`config.mk`:
```
export PLATFORM = sky130hd
export DESIGN_NAME = gb_support_top
export DESIGN_NICKNAME = d
export VERILOG_FILES = /design/src/rtl/gb_support_pkg.sv /design/src/rtl/gb_support_top.sv /design/src/rtl/backup_ram_sequencer.sv /design/src/rtl/palette_store.sv /design/src/rtl/boot_rom_monitor.sv /design/src/rtl/download_classifier.sv
export VERILOG_INCLUDE_DIRS = /design/src /design/src/rtl
export SDC_FILE = /design/constraint.sdc
export NUM_CORES = 1
export LEC_CHECK = 0
export ABC_AREA = 1
export BUFFER_PORTS_ARGS = -buffer_cell sky130_fd_sc_hd__buf_2
export CORE_MARGIN = 5
export CORE_UTILIZATION = 29
export CTS_BUF_LIST = sky130_fd_sc_hd__clkbuf_2
export DETAILED_ROUTE_END_ITERATION = 12
export PLACE_DENSITY_LB_ADDON = 0.12
export SYNTH_ARGS = -nofsm -noshare
export SYNTH_HDL_FRONTEND = slang
export SYNTH_SLANG_ARGS = --single-unit
```
`constraint.sdc`:
```
create_clock -name clk_sys -period 3.1 [get_ports clk_sys]
set_clock_uncertainty 0.15 [all_clocks]
set_input_delay 0.62 -clock clk_sys [delete_from_list [all_inputs] [get_ports clk_sys]]
set_output_delay 0.62 -clock clk_sys [all_outputs]
set_load 0.01 [all_outputs]
```
`src/rtl/gb_support_macros.svh`:
```
/*
 * Shared widths and constants for the handheld support logic.
 * Boot ROM checksums are byte sums truncated to 18 bits.
 * Download codes are the host's file index values.
 * The default palette packs four 24-bit colours over 32 unused bits.
 */
`ifndef GB_SUPPORT_MACROS_SVH
`define GB_SUPPORT_MACROS_SVH

////////////////////////////////////////////////////////////
// Bus widths
////////////////////////////////////////////////////////////
`define GB_DL_ADDR_W    25
`define GB_DL_DATA_W    16
`define GB_SD_LBA_W     32
`define GB_BK_ADDR_W    17
`define GB_COLOR_W      24
`define GB_PALETTE_W    128
`define GB_CHECKSUM_W   18

// Known colour boot ROMs
`define GB_CHECKSUM_MISTER_CGB0   18'h2CE10
`define GB_CHECKSUM_ORIGINAL_CGB  18'h2F3EA

// Lightest colour first, unused bytes last
`define GB_PALETTE_DEFAULT  128'h828214_517356_305A5F_1A3B49_00000000

// Last sector of a transfer
`define GB_SECTOR_LAST_FULL  9'h1FF
`define GB_SECTOR_LAST_DUPE  9'h0FF

////////////////////////////////////////////////////////////
// Download index codes
////////////////////////////////////////////////////////////
`define GB_DL_CART_SLOT  6'h01
`define GB_DL_PALETTE   8'h03
`define GB_DL_CGB_BOOT  8'h04
`define GB_DL_DMG_BOOT  8'h05
`define GB_DL_SGB_BOOT  8'h06
`define GB_DL_CART_RAW  8'h80
`define GB_DL_MEGADUCK  8'h81

`endif
```
`src/rtl/gb_support_pkg.sv`:
```
/*
 * Types shared by the support blocks and the testbench.
 * The download index is read both as a raw code and as slot plus flags.
 * Colour values are 24-bit RGB with red in the top byte.
 */
`include "gb_support_macros.svh"

package gb_support_pkg;

	// Index as slot number with two console flags on top
	typedef struct packed {
		logic [1:0] cart_flags;
		logic [5:0] slot;
	} dl_slot_t;

	typedef union packed {
		logic [7:0] code;
		dl_slot_t   slot_view;
	} dl_index_u;

	typedef struct packed {
		logic                      active;
		logic                      wr;
		logic [`GB_DL_ADDR_W-1:0]  addr;
		logic [`GB_DL_DATA_W-1:0]  data;
		dl_index_u                 index;
	} dl_bus_t;

	// One flag per download kind, each already qualified by active
	typedef struct packed {
		logic cart;
		logic megaduck;
		logic palette;
		logic cgb_boot;
		logic dmg_boot;
		logic sgb_boot;
	} dl_kind_t;

	typedef enum logic [1:0] {
		SYS_AUTO     = 2'd0,
		SYS_GB       = 2'd1,
		SYS_GBC      = 2'd2,
		SYS_MEGADUCK = 2'd3
	} sys_mode_e;

	typedef struct packed {
		sys_mode_e sys_mode;
		logic      manual_reset;
		logic      rom_load_gb2;
		logic      dupe_save_gb2;
		logic      autosave;
		logic      load_req;
		logic      save_req;
	} user_opts_t;

	////////////////////////////////////////////////////////////
	// SD card side
	////////////////////////////////////////////////////////////
	typedef struct packed {
		logic        ack;
		logic        buff_wr;
		logic [7:0]  buff_addr;
		logic [15:0] buff_dout;
		logic        img_mounted;
		logic        img_readonly;
		logic        img_present;
	} sd_host_t;

	typedef struct packed {
		logic [`GB_SD_LBA_W-1:0] lba;
		logic                    rd;
		logic                    wr;
	} sd_req_t;

	typedef struct packed {
		logic fastboot_available;
		logic gba_available;
		logic real_cgb_bios;
	} boot_caps_t;

	typedef logic [`GB_COLOR_W-1:0] color_t;

	typedef struct packed {
		color_t lightest;
		color_t light;
		color_t dark;
		color_t darkest;
	} palette_t;

endpackage

```
`src/rtl/gb_support_top.sv`:
```
/*
 * Support logic around the two handheld cores.
 * All settings are levels from the host status word.
 * bk_wr1 and bk_wr2 share one address and data bus.
 */
`include "gb_support_macros.svh"

module gb_support_top (
	input  logic                        clk_sys,
	input  logic                        reset,
	input  gb_support_pkg::dl_bus_t     dl,
	input  gb_support_pkg::user_opts_t  opts,
	input  logic                        osd_open,
	input  gb_support_pkg::sd_host_t    sd,
	input  logic                        cram_wr1,
	input  logic                        cram_wr2,
	input  logic                        has_save1,
	input  logic                        has_save2,
	input  logic [`GB_DL_DATA_W-1:0]    bk_q1,
	input  logic [`GB_DL_DATA_W-1:0]    bk_q2,
	input  logic                        is_gbc_game1,
	input  logic                        is_gbc_game2,
	output gb_support_pkg::dl_kind_t    kind,
	output logic                        dl_start,
	output logic                        dl_end,
	output logic                        rom_bank_gb2,
	output logic                        core_reset,
	output logic                        is_gbc,
	output logic                        megaduck,
	output gb_support_pkg::boot_caps_t  caps,
	output logic [`GB_CHECKSUM_W-1:0]   checksum,
	output gb_support_pkg::palette_t    palette,
	output logic                        tint_loaded,
	output gb_support_pkg::sd_req_t     req,
	output logic [`GB_DL_DATA_W-1:0]    sd_buff_din,
	output logic [`GB_BK_ADDR_W-1:0]    bk_addr,
	output logic [`GB_DL_DATA_W-1:0]    bk_data,
	output logic                        bk_wr1,
	output logic                        bk_wr2,
	output logic                        bk_busy,
	output logic                        bk_loading,
	output logic                        sav_pending,
	output logic                        sav_supported,
	output logic                        led_busy
);

	////////////////////////////////////////////////////////////
	// Downloads and console mode
	////////////////////////////////////////////////////////////
	download_classifier i_classifier (
		.clk_sys      (clk_sys),
		.reset        (reset),
		.dl           (dl),
		.opts         (opts),
		.bk_loading   (bk_loading),
		.is_gbc_game1 (is_gbc_game1),
		.is_gbc_game2 (is_gbc_game2),
		.kind         (kind),
		.dl_start     (dl_start),
		.dl_end       (dl_end),
		.rom_bank_gb2 (rom_bank_gb2),
		.core_reset   (core_reset),
		.is_gbc       (is_gbc),
		.megaduck     (megaduck)
	);

	boot_rom_monitor i_boot_mon (
		.clk_sys  (clk_sys),
		.reset    (reset),
		.dl       (dl),
		.kind     (kind),
		.is_gbc   (is_gbc),
		.caps     (caps),
		.checksum (checksum)
	);

	palette_store i_palette (
		.clk_sys     (clk_sys),
		.reset       (reset),
		.dl          (dl),
		.kind        (kind),
		.palette     (palette),
		.tint_loaded (tint_loaded)
	);

	////////////////////////////////////////////////////////////
	// Backup RAM
	////////////////////////////////////////////////////////////
	backup_ram_sequencer i_backup (
		.clk_sys        (clk_sys),
		.reset          (reset),
		.opts           (opts),
		.osd_open       (osd_open),
		.dl_active_cart (kind.cart),
		.dl_start       (dl_start),
		.dl_end         (dl_end),
		.sd             (sd),
		.cram_wr1       (cram_wr1),
		.cram_wr2       (cram_wr2),
		.has_save1      (has_save1),
		.has_save2      (has_save2),
		.bk_q1          (bk_q1),
		.bk_q2          (bk_q2),
		.req            (req),
		.sd_buff_din    (sd_buff_din),
		.bk_addr        (bk_addr),
		.bk_data        (bk_data),
		.bk_wr1         (bk_wr1),
		.bk_wr2         (bk_wr2),
		.bk_busy        (bk_busy),
		.bk_loading     (bk_loading),
		.sav_pending    (sav_pending),
		.sav_supported  (sav_supported)
	);

	// User LED shows any download or an unsaved game
	assign led_busy = dl.active | sav_pending;

endmodule

```
`src/rtl/backup_ram_sequencer.sv`:
```
/*
 * Moves cart RAM of both cores to and from the SD image, one sector at a time.
 * Sectors 0..255 belong to core one and 256..511 to core two.
 * Duplicate mode transfers only the first half and feeds it to core two.
 * The host must drop ack to finish each sector.
 */
`include "gb_support_macros.svh"

module backup_ram_sequencer (
	input  logic                        clk_sys,
	input  logic                        reset,
	input  gb_support_pkg::user_opts_t  opts,
	input  logic                        osd_open,
	input  logic                        dl_active_cart,
	input  logic                        dl_start,
	input  logic                        dl_end,
	input  gb_support_pkg::sd_host_t    sd,
	input  logic                        cram_wr1,
	input  logic                        cram_wr2,
	input  logic                        has_save1,
	input  logic                        has_save2,
	input  logic [`GB_DL_DATA_W-1:0]    bk_q1,
	input  logic [`GB_DL_DATA_W-1:0]    bk_q2,
	output gb_support_pkg::sd_req_t     req,
	output logic [`GB_DL_DATA_W-1:0]    sd_buff_din,
	output logic [`GB_BK_ADDR_W-1:0]    bk_addr,
	output logic [`GB_DL_DATA_W-1:0]    bk_data,
	output logic                        bk_wr1,
	output logic                        bk_wr2,
	output logic                        bk_busy,
	output logic                        bk_loading,
	output logic                        sav_pending,
	output logic                        sav_supported
);

	gb_support_pkg::sd_req_t req_q;

	logic bk_ena;
	logic ack_d;
	logic load_d;
	logic save_d;
	logic bk_load;
	logic bk_save;
	logic user_start;
	logic auto_load;
	logic last_sector;
	logic dupe;

	assign dupe          = opts.dupe_save_gb2;
	assign sav_supported = (has_save1 | has_save2) & bk_ena;

	// Image is mounted near the end of a cart download
	always_ff @(posedge clk_sys) begin
		if (reset) begin
			bk_ena      <= 1'b0;
			sav_pending <= 1'b0;
		end else begin
			if (dl_start)
				bk_ena <= 1'b0;
			if (dl_active_cart && sd.img_mounted && !sd.img_readonly)
				bk_ena <= 1'b1;

			if ((cram_wr1 | cram_wr2) && !osd_open && sav_supported)
				sav_pending <= 1'b1;
			else if (bk_busy)
				sav_pending <= 1'b0;
		end
	end

	////////////////////////////////////////////////////////////
	// Transfer FSM
	////////////////////////////////////////////////////////////
	assign bk_load     = opts.load_req;
	assign bk_save     = opts.save_req | (sav_pending & osd_open & opts.autosave);
	assign user_start  = bk_ena & ((bk_load & ~load_d) | (bk_save & ~save_d));
	assign auto_load   = dl_end & sd.img_present & bk_ena;
	assign last_sector = req_q.lba[8:0] == `GB_SECTOR_LAST_FULL ||
	                     (dupe && req_q.lba[8:0] == `GB_SECTOR_LAST_DUPE);

	always_ff @(posedge clk_sys) begin
		if (reset) begin
			req_q      <= '0;
			bk_busy    <= 1'b0;
			bk_loading <= 1'b0;
			ack_d      <= 1'b0;
			load_d     <= 1'b0;
			save_d     <= 1'b0;
		end else begin
			ack_d  <= sd.ack;
			load_d <= bk_load;
			save_d <= bk_save;

			// Host has taken the request
			if (sd.ack && !ack_d) begin
				req_q.rd <= 1'b0;
				req_q.wr <= 1'b0;
			end

			if (!bk_busy) begin
				if (auto_load) begin
					bk_busy    <= 1'b1;
					bk_loading <= 1'b1;
					req_q.lba  <= '0;
					req_q.rd   <= 1'b1;
					req_q.wr   <= 1'b0;
				end else if (user_start) begin
					bk_busy    <= 1'b1;
					bk_loading <= bk_load;
					req_q.lba  <= '0;
					req_q.rd   <= bk_load;
					req_q.wr   <= ~bk_load;
				end
			end else if (!sd.ack && ack_d) begin
				// Sector done
				if (last_sector) begin
					bk_busy    <= 1'b0;
					bk_loading <= 1'b0;
				end else begin
					req_q.lba <= req_q.lba + 1'b1;
					req_q.rd  <= bk_loading;
					req_q.wr  <= ~bk_loading;
				end
			end
		end
	end

	assign req = req_q;

	////////////////////////////////////////////////////////////
	// Buffer routing
	////////////////////////////////////////////////////////////
	// Top address bit stays clear since each core sees 64K words
	assign bk_addr     = {1'b0, req_q.lba[7:0], sd.buff_addr};
	assign bk_data     = sd.buff_dout;
	assign bk_wr1      = ~req_q.lba[8] & ~(opts.rom_load_gb2 & dupe) & sd.buff_wr & sd.ack;
	assign bk_wr2      = (req_q.lba[8] | dupe) & sd.buff_wr & sd.ack;
	assign sd_buff_din = req_q.lba[8] ? bk_q2 : bk_q1;

endmodule

```
`src/rtl/palette_store.sv`:
```
/*
 * Custom palette register, loaded one 16-bit word per palette write.
 * Words arrive byte swapped and shift in from the bottom.
 * Only the upper 96 bits carry colours.
 */
`include "gb_support_macros.svh"

module palette_store (
	input  logic                     clk_sys,
	input  logic                     reset,
	input  gb_support_pkg::dl_bus_t  dl,
	input  gb_support_pkg::dl_kind_t kind,
	output gb_support_pkg::palette_t palette,
	output logic                     tint_loaded
);

	logic [`GB_PALETTE_W-1:0] pal_sr;

	always_ff @(posedge clk_sys) begin
		if (reset) begin
			pal_sr      <= `GB_PALETTE_DEFAULT;
			tint_loaded <= 1'b0;
		end else if (kind.palette && dl.wr) begin
			pal_sr      <= {pal_sr[`GB_PALETTE_W-17:0], dl.data[7:0], dl.data[15:8]};
			tint_loaded <= 1'b1;
		end
	end

	// Lightest colour sits in the top bytes
	assign palette = pal_sr[`GB_PALETTE_W-1 -: $bits(gb_support_pkg::palette_t)];

endmodule

```
`src/rtl/boot_rom_monitor.sv`:
```
/*
 * Watches boot ROM downloads and sums the bytes of colour boot ROMs.
 * A word written in the first cycle of a download is not counted.
 * Custom ROM flags stay set until reset.
 */
`include "gb_support_macros.svh"

module boot_rom_monitor (
	input  logic                             clk_sys,
	input  logic                             reset,
	input  gb_support_pkg::dl_bus_t          dl,
	input  gb_support_pkg::dl_kind_t         kind,
	input  logic                             is_gbc,
	output gb_support_pkg::boot_caps_t       caps,
	output logic [`GB_CHECKSUM_W-1:0]        checksum
);

	logic       boot_d;
	logic       custom_cgb;
	logic       custom_dmg;
	logic [8:0] byte_sum;
	logic       sum_is_mister;

	assign byte_sum = {1'b0, dl.data[15:8]} + {1'b0, dl.data[7:0]};

	always_ff @(posedge clk_sys) begin
		if (reset) begin
			boot_d     <= 1'b0;
			custom_cgb <= 1'b0;
			custom_dmg <= 1'b0;
			checksum   <= '0;
		end else begin
			boot_d <= kind.cgb_boot | kind.dmg_boot | kind.sgb_boot;
			if (kind.cgb_boot)
				custom_cgb <= 1'b1;
			if (kind.dmg_boot)
				custom_dmg <= 1'b1;

			// New colour boot download restarts the sum
			if (kind.cgb_boot && !boot_d)
				checksum <= '0;
			else if (kind.cgb_boot && dl.wr)
				checksum <= checksum + {{(`GB_CHECKSUM_W-9){1'b0}}, byte_sum};
		end
	end

	////////////////////////////////////////////////////////////
	// Capabilities
	////////////////////////////////////////////////////////////
	assign sum_is_mister      = checksum == `GB_CHECKSUM_MISTER_CGB0;
	assign caps.real_cgb_bios = checksum == `GB_CHECKSUM_ORIGINAL_CGB;

	// Own or original colour ROMs know how to enter GBA mode
	assign caps.gba_available = !custom_cgb || caps.real_cgb_bios || sum_is_mister;

	// Fast boot needs a ROM built for it
	assign caps.fastboot_available = !((is_gbc && custom_cgb && !sum_is_mister) ||
	                                   (!is_gbc && custom_dmg));

endmodule

```
`src/rtl/download_classifier.sv`:
```
/*
 * Decodes host downloads and holds the cores while carts or boot ROMs load.
 * Console mode and MegaDuck flags only change while core_reset is high.
 * Raw carts (slot zero) take their colour mode from the cores' header flags.
 */
`include "gb_support_macros.svh"

module download_classifier (
	input  logic                       clk_sys,
	input  logic                       reset,
	input  gb_support_pkg::dl_bus_t    dl,
	input  gb_support_pkg::user_opts_t opts,
	input  logic                       bk_loading,
	input  logic                       is_gbc_game1,
	input  logic                       is_gbc_game2,
	output gb_support_pkg::dl_kind_t   kind,
	output logic                       dl_start,
	output logic                       dl_end,
	output logic                       rom_bank_gb2,
	output logic                       core_reset,
	output logic                       is_gbc,
	output logic                       megaduck
);

	logic cart_d;
	logic boot_any;
	logic sys_auto;
	logic sys_md;

	always_comb begin
		kind          = '0;
		// Slot 1 covers 0x81 too, so a MegaDuck download is also a cart
		kind.cart     = dl.active && (dl.index.slot_view.slot == `GB_DL_CART_SLOT ||
		                dl.index.code == `GB_DL_CART_RAW);
		kind.megaduck = dl.active && dl.index.code == `GB_DL_MEGADUCK;
		kind.palette  = dl.active && dl.index.code == `GB_DL_PALETTE;
		kind.cgb_boot = dl.active && dl.index.code == `GB_DL_CGB_BOOT;
		kind.dmg_boot = dl.active && dl.index.code == `GB_DL_DMG_BOOT;
		kind.sgb_boot = dl.active && dl.index.code == `GB_DL_SGB_BOOT;
	end

	assign boot_any   = kind.cgb_boot | kind.dmg_boot | kind.sgb_boot;
	assign core_reset = reset | opts.manual_reset | kind.cart | boot_any | bk_loading;
	assign sys_auto   = opts.sys_mode == gb_support_pkg::SYS_AUTO;
	assign sys_md     = opts.sys_mode == gb_support_pkg::SYS_MEGADUCK;

	// Cart download edges
	always_ff @(posedge clk_sys) begin
		if (reset) begin
			cart_d       <= 1'b0;
			dl_start     <= 1'b0;
			dl_end       <= 1'b0;
			rom_bank_gb2 <= 1'b0;
		end else begin
			cart_d   <= kind.cart;
			dl_start <= kind.cart & ~cart_d;
			dl_end   <= ~kind.cart & cart_d;
			if (kind.cart & ~cart_d)
				rom_bank_gb2 <= opts.rom_load_gb2;
		end
	end

	////////////////////////////////////////////////////////////
	// Console mode latch
	////////////////////////////////////////////////////////////
	always_ff @(posedge clk_sys) begin
		if (reset) begin
			is_gbc   <= opts.sys_mode == gb_support_pkg::SYS_GBC;
			megaduck <= 1'b0;
		end else if (core_reset) begin
			// MegaDuck download overrides the plain cart rule
			if (kind.cart)
				megaduck <= sys_md;
			if (kind.megaduck)
				megaduck <= sys_auto | sys_md;

			if (!sys_auto)
				is_gbc <= opts.sys_mode == gb_support_pkg::SYS_GBC;
			else if (kind.cart) begin
				if (dl.index.slot_view.slot == 6'd0)
					is_gbc <= is_gbc_game1 | is_gbc_game2;
				else
					is_gbc <= dl.index.slot_view.cart_flags == 2'b00;
			end
		end
	end

endmodule

```
# After elaboration in Yosys (flattened, before gate mapping)
# Cells that the tools add are included.
[word_totals]
reg_bits = 197
in_bits = 129
output_inout_bits = 220
[classes]
addsub = 3
eq_ne = 17
n_mux = 28
n_bitwise = 38
reduce_logical = 46
[ops]
columns = ["op", "count"]
rows = [
  ["34-bit 2-to-1 mux", 5],
  ["18-bit == test (second input constant)", 2],
  ["32-bit by 1-bit adder with 32-bit output (second input constant)", 1],
  ["8-bit by 3-bit == test with 1-bit output (second input constant)", 3],
  ["1-bit 2-to-1 mux", 21],
  ["1-bit logical AND", 19],
  ["18-bit by 9-bit adder with 18-bit output", 1],
  ["1-bit bitwise AND", 16],
  ["8-bit == test (second input constant)", 2],
  ["16-bit 2-to-1 mux", 1],
  ["1-bit bitwise OR", 14],
  ["8-bit by 8-bit adder with 9-bit output", 1],
  ["9-bit by 8-bit == test with 1-bit output (second input constant)", 1],
  ["9-bit == test (second input constant)", 1],
  ["1-bit zero test", 9],
  ["8-bit by 2-bit == test with 1-bit output (second input constant)", 1],
  ["1-bit inverter", 8],
  ["2-bit nonzero test", 4],
  ["6-bit by 1-bit == test with 1-bit output (second input constant)", 1],
  ["6-bit zero test", 1],
  ["2-bit inequality test (second input constant)", 3],
  ["3-bit AND reduction", 2],
  ["1-bit logical OR", 5],
  ["2-bit == test (second input constant)", 2],
  ["6 further kinds", 8],
]

# Longest topological paths before layout
# Gate-level depths: netlist (run 1).
[logic_depth]
depth_word = 9
depth_mapped = 15
ltp_nobuf = 15

# Hierarchy
# From an unflattened synthesis (run 1), not the netlist that was laid out.
[hier_totals]
cells_unflattened = 1666
area_unflattened_um2 = 10968.0
[modules_own_cells]
columns = ["mod", "n_inst", "cells_per_inst", "area_per_inst_um2", "seq_area_each_um2"]
rows = [
  ["palette_store", 1, 834, 5774.3, 2582.5],
  ["backup_ram_sequencer", 1, 503, 2999.1, 820.8],
  ["boot_rom_monitor", 1, 245, 1689.1, 420.4],
  ["download_classifier", 1, 81, 494.2, 130.1],
  ["gb_support_top", 1, 3, 11.3, 0.0],
]

# Least setup slack after synthesis (run 1)
# OpenSTA, ideal clock, no wires.
[synth_timing]
path_kind = "input to register"
startpoint = "input dl[9] (netlist name)"
endpoint = "register i_boot_mon.checksum[9]"
arrival_time_ps = 2359
required_time_ps = 2832
path_slack_ps = 473
cell_stages = 9
n_path_buf = 0
cell_sequence = "fa_1 > ha_1 > fa_1 > nand3_1 > nand2_1 > a21oi_1 > nor2_1 > o21ai_0 > nor2_1"
[synth_between]
elab_chain_len = 2
[synth_lines]
columns = ["element", "line", "rtl"]
rows = [
  ["start: declaration", "gb_support_top.sv:11", "input gb_support_pkg::dl_bus_t dl,"],
  ["8-bit by 8-bit adder with 9-bit output", "boot_rom_monitor.sv:24", "assign byte_sum = {1'b0, dl.data[15:8]} + {1'b0, dl.data[7:0]};"],
  ["18-bit by 9-bit adder with 18-bit output", "boot_rom_monitor.sv:43", "checksum <= checksum + {{(`GB_CHECKSUM_W-9){1'b0}}, byte_sum};"],
  ["end signal: assignment", "boot_rom_monitor.sv:43", ""],
  ["end: declaration", "boot_rom_monitor.sv:15", "output logic [`GB_CHECKSUM_W-1:0] checksum"],
]
# No other way between the ends.
# A chain may end at the register's enable or synchronous reset.

==> out/results.txt, run 1 <==
Share of cells above drive strength 1: 0.256
Max_slew headroom: 0.601
Worst Tran Pin Value: 0.599 ns
Total die area: 40100 µm²
DRT Pass-1 Iters: 5
Vias: 9344
Register Area: 3990 µm²
Post-route ant nets: 0
Slew Limit Fails: 0
Final setup violation count: 0
Residual DRC: 0
Hold slack final: 0.160 ns
I/O Buffers: 274
Top_reg_cell synth: dfxtp_1
Final Cycle Share: 0.969
CTS Buffer Depth: 2
Gpl congestion: 0.812
Cell taking the most area after synthesis: dfxtp_1
Non-Filler Instances: 2098
Fin nets: 1774
Crit Reg-Reg Endpoint: i_backup.req[18]
Initial Utilization: 0.295
GRT Resource Usage Total: 0.155
Clock sink count: 197
Synth async-reset ratio: 0
Hold Path Depth: 6
Pwr per Cell Area: 352 nW/µm²
Total Wirelength: 31900 µm
Critical path type: in -> out
Startpoint types: input pin
# fillers: 3927
Critical Path Sink Type: primary output
Status: finished, final reports clean
Worst R2R Path Depth: 13
Fin crit period: 3.01 ns
Largest net degree at the start of global routing: 103
Vias in the first global route: 8866
Worst-path clk slew: 0.29 ns
IO Count: 349
Die Span X: 200 µm
Worst Path Required: 2.33 ns
CORE AREA: 35700 µm²
GR Overflow Total: 0
1st-iter DRT viols: 431
Row count: 69
Reg-to-Reg Start: i_backup.bk_addr[9]
Post-synthesis cell type count: 42
Peak fanout along the critical path: 3
Critical Path AT: 2.24 ns
Cell count after synthesis: 1446
First-pass GRT wire length: 50600 µm
RSZ-0062 raised after global routing: true
Mapped Area: 10500 µm²
Dpl hpwl: 23400 µm
Leakage: 0.00548 µW
Final Hold Fails: 0
Ys Warns: 0
Max-cap violation count: 0
CTS tree: yes
Maximum vdd drop: 0.000185 V
Hold Crit Class: in -> reg
R2R setup slack: 0.33 ns
Wire length per cell: 15.2 µm
Most frequent cells after synthesis: nand2_1 (325), dfxtp_1 (196), nor2_1 (164)
Seq/Total Area, Yosys: 0.376
DIE HEIGHT: 200 µm
Yosys top cell area share: 0.374
Synth-to-Final Area Change: 16.3%
Root buf cell: clkbuf_2
Antenna violations before repair: 1
#FFs+latches synth: 197
Syn_area_per_cell: 7.26 µm²
Area of the multi-input gates: 4720 µm²
Worst-skew pair later-pin latency: 0.87 ns
Area contributors post-synth: dfxtp_1 (37%), nand2_1 (12%), buf_4 (9.7%)
Fmax: 333 MHz
Worst hold start: dl[4]
Post-synth EDFFs: 1
H-Tree Depth: 4
Placed Instances: 2015
Vias per cell: 4.45
Most numerous cell in the Yosys netlist: nand2_1
Syn Nets: 1598
WHS Endpoint: i_classifier.dl_start
CTS Buf Count: 17
cells in the final DEF (no fill, tap or decap), types with 3 or more instances in the layout:
cell	netlist	routed
o21ai_0	70	70
xor2_1	6	6
clkinv_1	2	3
nand2_1	325	322
buf_4	136	30
nand4_1	16	16
buf_2	23	272
fa_1	9	9
xnor2_1	4	4
clkinv_8	0	3
dfxtp_4	0	7
nand3b_1	11	11
o211ai_2	11	11
ha_1	14	14
dfxtp_1	196	184
a211oi_2	30	30
nand3_1	85	84
nor2_4	4	4
clkbuf_2	0	17
inv_1	147	146
buf_12	0	3
nor2_2	4	7
nand2_2	2	5
inv_6	0	3
o211ai_1	16	16
a21oi_1	104	104
dlygate4sd3_1	0	42
inv_8	0	5
a21boi_0	3	3
nor2_1	164	161
dfxtp_2	0	5
nor3_1	8	8
power breakdown:
| group | leakage [µW] | internal, µW | switching (µW) |
|---|---|---|---|
| Clock | 0.000155 | 349 | 1060 |
| Combinational | 0.00372 | 146 | 195 |
| Sequential | 0.00160 | 2550 | 4.11 |
layout make-up:
cell class                      instances  share of cell area
Multi-Input combinational cell        906               0.387
Sequential cell                       197               0.326
Timing Repair Buffer                  348               0.170
Inverter                              152              0.0473
Tap cell                              461              0.0472
Clock inverter                         15              0.0149
Clock buffer                           17             0.00697
Antenna cell                            2            0.000410
worst max-delay path: stages:
cell,delay [ns]
dlygate4sd3_1,0.53
buf_2,0.14
nor2_2,0.11
dlygate4sd3_1,0.55
nand2_1,0.07
inv_1,0.10
buf_6,0.11
how the worst max path moves through the flow:
stage | startpoint | endpoint | slack (ns) | cells after the start
after detailed placement | dl[9] | i_boot_mon.checksum[9] | 0.20 | 10
after floorplan | dl[9] | i_boot_mon.checksum[9] | 0.47 | 9
final | dl[1] | kind[1] | 0.09 | 7
after global placement | dl[9] | i_boot_mon.checksum[9] | 0.19 | 10
after CTS | i_boot_mon.checksum[10] | caps[2] | 0.004 | 5
after global routing | i_boot_mon.checksum[9] | caps[2] | -0.09 | 6
registers in the layout (all words and copies together), names as in the netlist, 8 cells and up:
signal	count
i_backup.req	26
i_palette.pal_sr	128
i_boot_mon.checksum	18
i_backup.bk_addr	8
metrics by stage:
stage	power, µW	cell area, µm²	utilization	setup TNS (ns)	worst slack [ns]
finish	4300	12200	0.342	0	0.0948
CTS	4420	12100	0.340	0	0.00446
detailed placement	2910	11400	0.319	0	0.204
global placement	2900	11400	0.319	0	0.191
global route	4540	12200	0.342	-0.166	-0.0891
floorplan	2800	10500	-	0	0.473
per-layer routing:
metal,global-route usage,vias to the layer above,share of wire
li1,-,4874,-
met1,0.215,4228,0.49
met2,0.243,216,0.46
met3,0.0343,26,0.043
met4,0.0440,0,0.015
met5,0,-,0
cells by family after synthesis:
logic type	Yosys count	share of synthesized area
other	1	0.000357
AND/OR/NAND/NOR	627	0.249
adder cells (fa/ha/maj)	23	0.0338
XOR/XNOR	10	0.00834
buffers and inverters	343	0.179
flip-flops	197	0.376
AO/OA/AOI/OAI	245	0.153
repair_timing:
| item | 4_1_cts | 5_1_grt |
|---|---|---|
| hold endpoints to repair | 51 | 0 |
| hold buffers | 42 | 0 |
| resized for setup | 22 | 11 |
| endpoints found under the setup margin | 2 | 5 |
| pin swaps | 1 | 1 |
| setup buffers | 2 | 5 |
(Power assumes the default switching activity.)
==> run 2, diff against run 1 <==
--- a/config.mk
+++ b/config.mk
@@ -7,11 +7,11 @@
 export NUM_CORES = 1
 export LEC_CHECK = 0
 export ABC_AREA = 1
-export BUFFER_PORTS_ARGS = -buffer_cell sky130_fd_sc_hd__buf_2
 export CORE_MARGIN = 5
 export CORE_UTILIZATION = 29
 export CTS_BUF_LIST = sky130_fd_sc_hd__clkbuf_2
 export DETAILED_ROUTE_END_ITERATION = 12
+export DONT_BUFFER_PORTS = 1
 export PLACE_DENSITY_LB_ADDON = 0.12
 export SYNTH_ARGS = -nofsm -noshare
 export SYNTH_HDL_FRONTEND = slang
==> run 2 against run 1 <==
Final cell count fell by 13%. Power fell by 1.4%. Critical path depth fell by 3. Critical endpoint is now caps[2]. Highest routed layer unchanged.
==> out/results.txt, run 2 (synthesized netlist as in run 1, its figures left out) <==
Register Area: 3980 µm²
IO Count: 349
Startpoint types: register
Initial Utilization: 0.295
Worst-path clk slew: 0.34 ns
Root buf cell: clkbuf_2
Worst R2R Path Depth: 10
R2R setup slack: 0.43 ns
CORE AREA: 35700 µm²
Fin crit period: 2.89 ns
GR Overflow Total: 0
Wire length per cell: 17.3 µm
GRT Resource Usage Total: 0.152
DIE HEIGHT: 200 µm
Gpl congestion: 0.781
Critical Path AT: 2.12 ns
Final Hold Fails: 0
Post-CTS Setup Bufs: 0
Slew Limit Fails: 0
Antenna violations before repair: 1
Final Power: 4240 µW
I/O Buffers: 0
1st-iter DRT viols: 545
Worst-skew pair later-pin latency: 0.84 ns
Worst Path Required: 2.33 ns
Fmax: 346 MHz
CTS tree: yes
Synth-to-Final Area Change: 3.74%
CTS Buffer Depth: 2
Layout Utilization: 0.306
Vias: 8496
RSZ-0062 raised after global routing: false
Share of cells above drive strength 1: 0.0960
CTS Buf Count: 17
Commonest non-fill, non-tap cells in the layout: nand2_1 (324), dfxtp_1 (188), nor2_1 (163)
Peak fanout along the critical path: 5
Final setup violation count: 0
Critical path type: reg -> out
H-Tree Depth: 4
Commonest non-fill, non-tap cell in the layout: nand2_1
Crit Reg-Reg Endpoint: i_boot_mon.checksum[15]
Vias in the first global route: 8047
Final Cycle Share: 0.933
Total die area: 40100 µm²
Residual DRC: 0
Reg-to-Reg Start: i_boot_mon.checksum[1]
Pwr per Cell Area: 389 nW/µm²
Maximum vdd drop: 0.000215 V
Leakage: 0.00427 µW
Worst hold start: dl[3]
Row count: 69
Die Span X: 200 µm
Max-cap violation count: 0
Fin nets: 1503
Setup TNS: 0 ns
Max reg flops: 128
Total Wirelength: 31500 µm
Max_slew headroom: 0.531
Clock sink count: 197
Hold Path Depth: 7
Status: finished, final reports clean
Post-route ant nets: 0
Hold slack final: 0.165 ns
Critical Path Sink Type: primary output
Vias per cell: 4.65
DRT Pass-1 Iters: 5
Hold Crit Class: in -> reg
WHS Endpoint: i_boot_mon.checksum[3]
Worst Tran Pin Value: 0.703 ns
First-pass GRT wire length: 49300 µm
Area of the multi-input gates: 4720 µm²
Dpl hpwl: 22400 µm
Largest Register: i_palette.pal_sr
# fillers: 3887
Largest net degree at the start of global routing: 121
run 2: metrics by stage:
stage | instances | cell area (µm²) | worst slack [ns]
finish | 1826 | 10900 | 0.209
global route | 1826 | 10900 | 0.00233
global placement | 1741 | 10000 | 0.268
CTS | 1825 | 10800 | 0.00397
floorplan | 1446 | 10500 | 0.473
detailed placement | 1741 | 10000 | 0.280
run 2: critical path, stage by stage (launching register included):
cell and delay (ns):
dfxtp_4 0.45, or2_2 0.33, nor4_4 0.19, nand3_2 0.15, a31oi_4 0.19
run 2: what timing repair did:
action	CTS	global route
hold buffers	52	0
endpoints found under the hold margin	118	0
pin swaps	0	2
resized for setup	12	11
setup endpoints to repair	2	3
run 2: how the worst max path moves through the flow:
stage | startpoint | to | slack, ns | depth (start not counted)
after floorplan | dl[9] | i_boot_mon.checksum[9] | 0.47 | 9
after detailed placement | dl[9] | i_boot_mon.checksum[9] | 0.28 | 9
final | i_boot_mon.checksum[8] | caps[2] | 0.21 | 4
after CTS | i_boot_mon.checksum[14] | caps[1] | 0.004 | 6
after global placement | dl[9] | i_boot_mon.checksum[9] | 0.27 | 9
after global routing | i_boot_mon.checksum[3] | caps[0] | 0.002 | 4
run 2: report_power, final:
group	total, µW	switching, µW	leakage (µW)	internal, µW
sequential	2560	8.33	0.00160	2550
combinational	273	170	0.00251	103
clock	1410	1060	0.000157	349
total	4240	1240	0.00427	3000
run 2: layout make-up:
type	instances	area share
diodes	1	0.000230
clock inverters	15	0.0175
flip-flops and latches	197	0.365
multi-input cells	906	0.433
clock buffers	17	0.00781
inverters	152	0.0531
well taps	461	0.0529
repair buffers	77	0.0701
run 2: routing by layer:
layer,track usage,vias to the layer above,routed length (µm)
li1,-,4339,-
met1,0.207,3902,14700
met2,0.239,239,14400
met3,0.0501,16,2140
met4,0.0317,0,327
met5,0,-,0
==> run 3, diff against run 2 <==
--- a/config.mk
+++ b/config.mk
@@ -8,11 +8,12 @@
 export LEC_CHECK = 0
 export ABC_AREA = 1
 export CORE_MARGIN = 5
-export CORE_UTILIZATION = 29
+export CORE_UTILIZATION = 45
 export CTS_BUF_LIST = sky130_fd_sc_hd__clkbuf_2
 export DETAILED_ROUTE_END_ITERATION = 12
 export DONT_BUFFER_PORTS = 1
 export PLACE_DENSITY_LB_ADDON = 0.12
+export SLEW_MARGIN = 5
 export SYNTH_ARGS = -nofsm -noshare
 export SYNTH_HDL_FRONTEND = slang
 export SYNTH_SLANG_ARGS = --single-unit
==> run 3 against run 2 <==
Sequential share of layout area is 0.83 points higher. Routed wire length is 13% lower. Core utilization is 15 points higher. Power is 1.0% higher. First-iteration DRC count is 1.3% higher. Non-clock buffer count is 10 lower. Highest routed layer unchanged. Critical endpoint is now core_reset. Clock power is 4% higher. Combinational power is 3% lower. Sequential power hardly changed.
==> out/results.txt, run 3 (synthesized netlist as in run 1, its figures left out) <==
Setup WS post-layout: 0.136 ns
Root buf cell: clkbuf_2
Max reg flops: 128
GRT Resource Usage Total: 0.199
P_sw: 1240 µW
Comb power frac: 0.062
Leakage: 0.00424 µW
Critical Path Sink Type: primary output
Die Span X: 163 µm
H-Tree Depth: 4
Row count: 56
DRT Pass-1 Iters: 4
Synth-to-Final Area Change: 1.06%
Critical Path AT: 2.19 ns
Fin crit period: 2.96 ns
Setup TNS: 0 ns
Clock sink count: 197
CTS Buf Count: 17
Startpoint types: input pin
Total die area: 26500 µm²
Post-route ant nets: 0
Cell Int Power: 3040 µW
Maximum vdd drop: 0.000201 V
I/O Buffers: 0
Area of the multi-input gates: 4700 µm²
Vias: 8420
Share of cells above drive strength 1: 0.0916
Register Area: 3960 µm²
Sequential fraction of design power: 0.598
Status: finished, final reports clean
Max-cap violation count: 0
Slew Limit Fails: 0
Initial Utilization: 0.453
# fillers: 2418
DIE HEIGHT: 163 µm
Worst-skew pair later-pin latency: 0.78 ns
Worst hold start: dl[50]
Vias in the first global route: 7676
GR Overflow Total: 0
Gpl congestion: 0.866
Final Cycle Share: 0.956
Commonest non-fill, non-tap cell in the layout: nand2_1
Clock share of power: 0.340
Max_slew headroom: 0.580
Fmax: 337 MHz
Worst-path clk slew: 0.32 ns
Reg-to-Reg Start: i_boot_mon.checksum[1]
Largest Register: i_palette.pal_sr
Setup slack at placement: 0.267 ns
Commonest non-fill, non-tap cells in the layout: nand2_1 (325), dfxtp_1 (190), nor2_1 (163)
Residual DRC: 0
Hold Crit Class: in -> reg
Pwr per Cell Area: 404 nW/µm²
RSZ-0062 raised after global routing: false
First-pass GRT wire length: 42400 µm
Wire length per cell: 16.4 µm
IO Count: 349
Final setup violation count: 0
CTS Buffer Depth: 2
Dpl hpwl: 19400 µm
Critical path type: in -> out
CTS tree: yes
Net Sw Frac: 0.290
Antenna violations before repair: 1
Peak fanout along the critical path: 6
1st-iter DRT viols: 552
Fin nets: 1493
Vias per cell: 5.03
Critical Path Source: dl[1]
Largest net degree at the start of global routing: 121
Worst Path Required: 2.33 ns
Worst Tran Pin Value: 0.625 ns
Total Wirelength: 27400 µm
CORE AREA: 23200 µm²
Final Hold Fails: 0
run 3: timing repair:
action / in CTS / in global routing
buffers inserted: 0 / 0
hold buffers: 45 / 0
endpoints found under the setup margin: 1 / 4
pin swaps: 2 / 0
hold endpoints to repair: 96 / 0
resized for setup: 7 / 7
run 3: metrics by stage:
| step | hold WS (ns) | cells | util | instance area [µm²] | power [µW] |
|---|---|---|---|---|---|
| 2_1_floorplan | 0.265 | 1446 | - | 10500 | 2800 |
| 3_3_place_gp | 0.283 | 1596 | 0.423 | 9800 | 2800 |
| 3_5_place_dp | 0.284 | 1596 | 0.423 | 9800 | 2800 |
| 4_1_cts | 0.0117 | 1673 | 0.457 | 10600 | 4360 |
| 5_1_grt | 0.0509 | 1674 | 0.458 | 10600 | 4490 |
| 6_report | 0.107 | 1674 | 0.458 | 10600 | 4280 |
run 3: path summary, 6_finish.rpt:
check | to | slack, ns | depth (start not counted)
min | i_classifier.dl_end | 0.11 | 4
max | core_reset | 0.14 | 9
min reg2reg | i_palette.pal_sr[42] | 0.31 | 2
max reg2reg | i_boot_mon.checksum[15] | 0.35 | 10
run 3: per-layer routing:
layer / vias to the layer above / global-route usage / wire length, µm
li1: 4308 / - / -
met1: 3837 / 0.280 / 12800
met2: 240 / 0.296 / 12000
met3: 35 / 0.0600 / 2170
met4: 0 / 0.0564 / 392
met5: - / 0 / 0
run 3: critical path: stages:
cell           delay (ns)
dlygate4sd3_1        0.59
inv_1                0.09
nand2_1              0.09
nor2_2               0.18
inv_1                0.07
o21ai_2              0.10
buf_4                0.17
inv_1                0.11
nand3_1              0.18
run 3: final cells by class:
cell class | instances | share of cell area
multi-input cells | 906 | 0.443
flip-flops and latches | 197 | 0.373
repair buffers | 67 | 0.0634
inverters | 152 | 0.0541
well taps | 319 | 0.0376
clock inverters | 15 | 0.0205
clock buffers | 17 | 0.00802
diodes | 1 | 0.000236
run 3: power groups by stage:
stage	combinational (µW)	clock (µW)	sequential (µW)
floorplan	202	0	2600
global placement	194	0	2600
detailed placement	194	0	2600
CTS	263	1530	2570
global route	291	1640	2570
finish	264	1460	2560
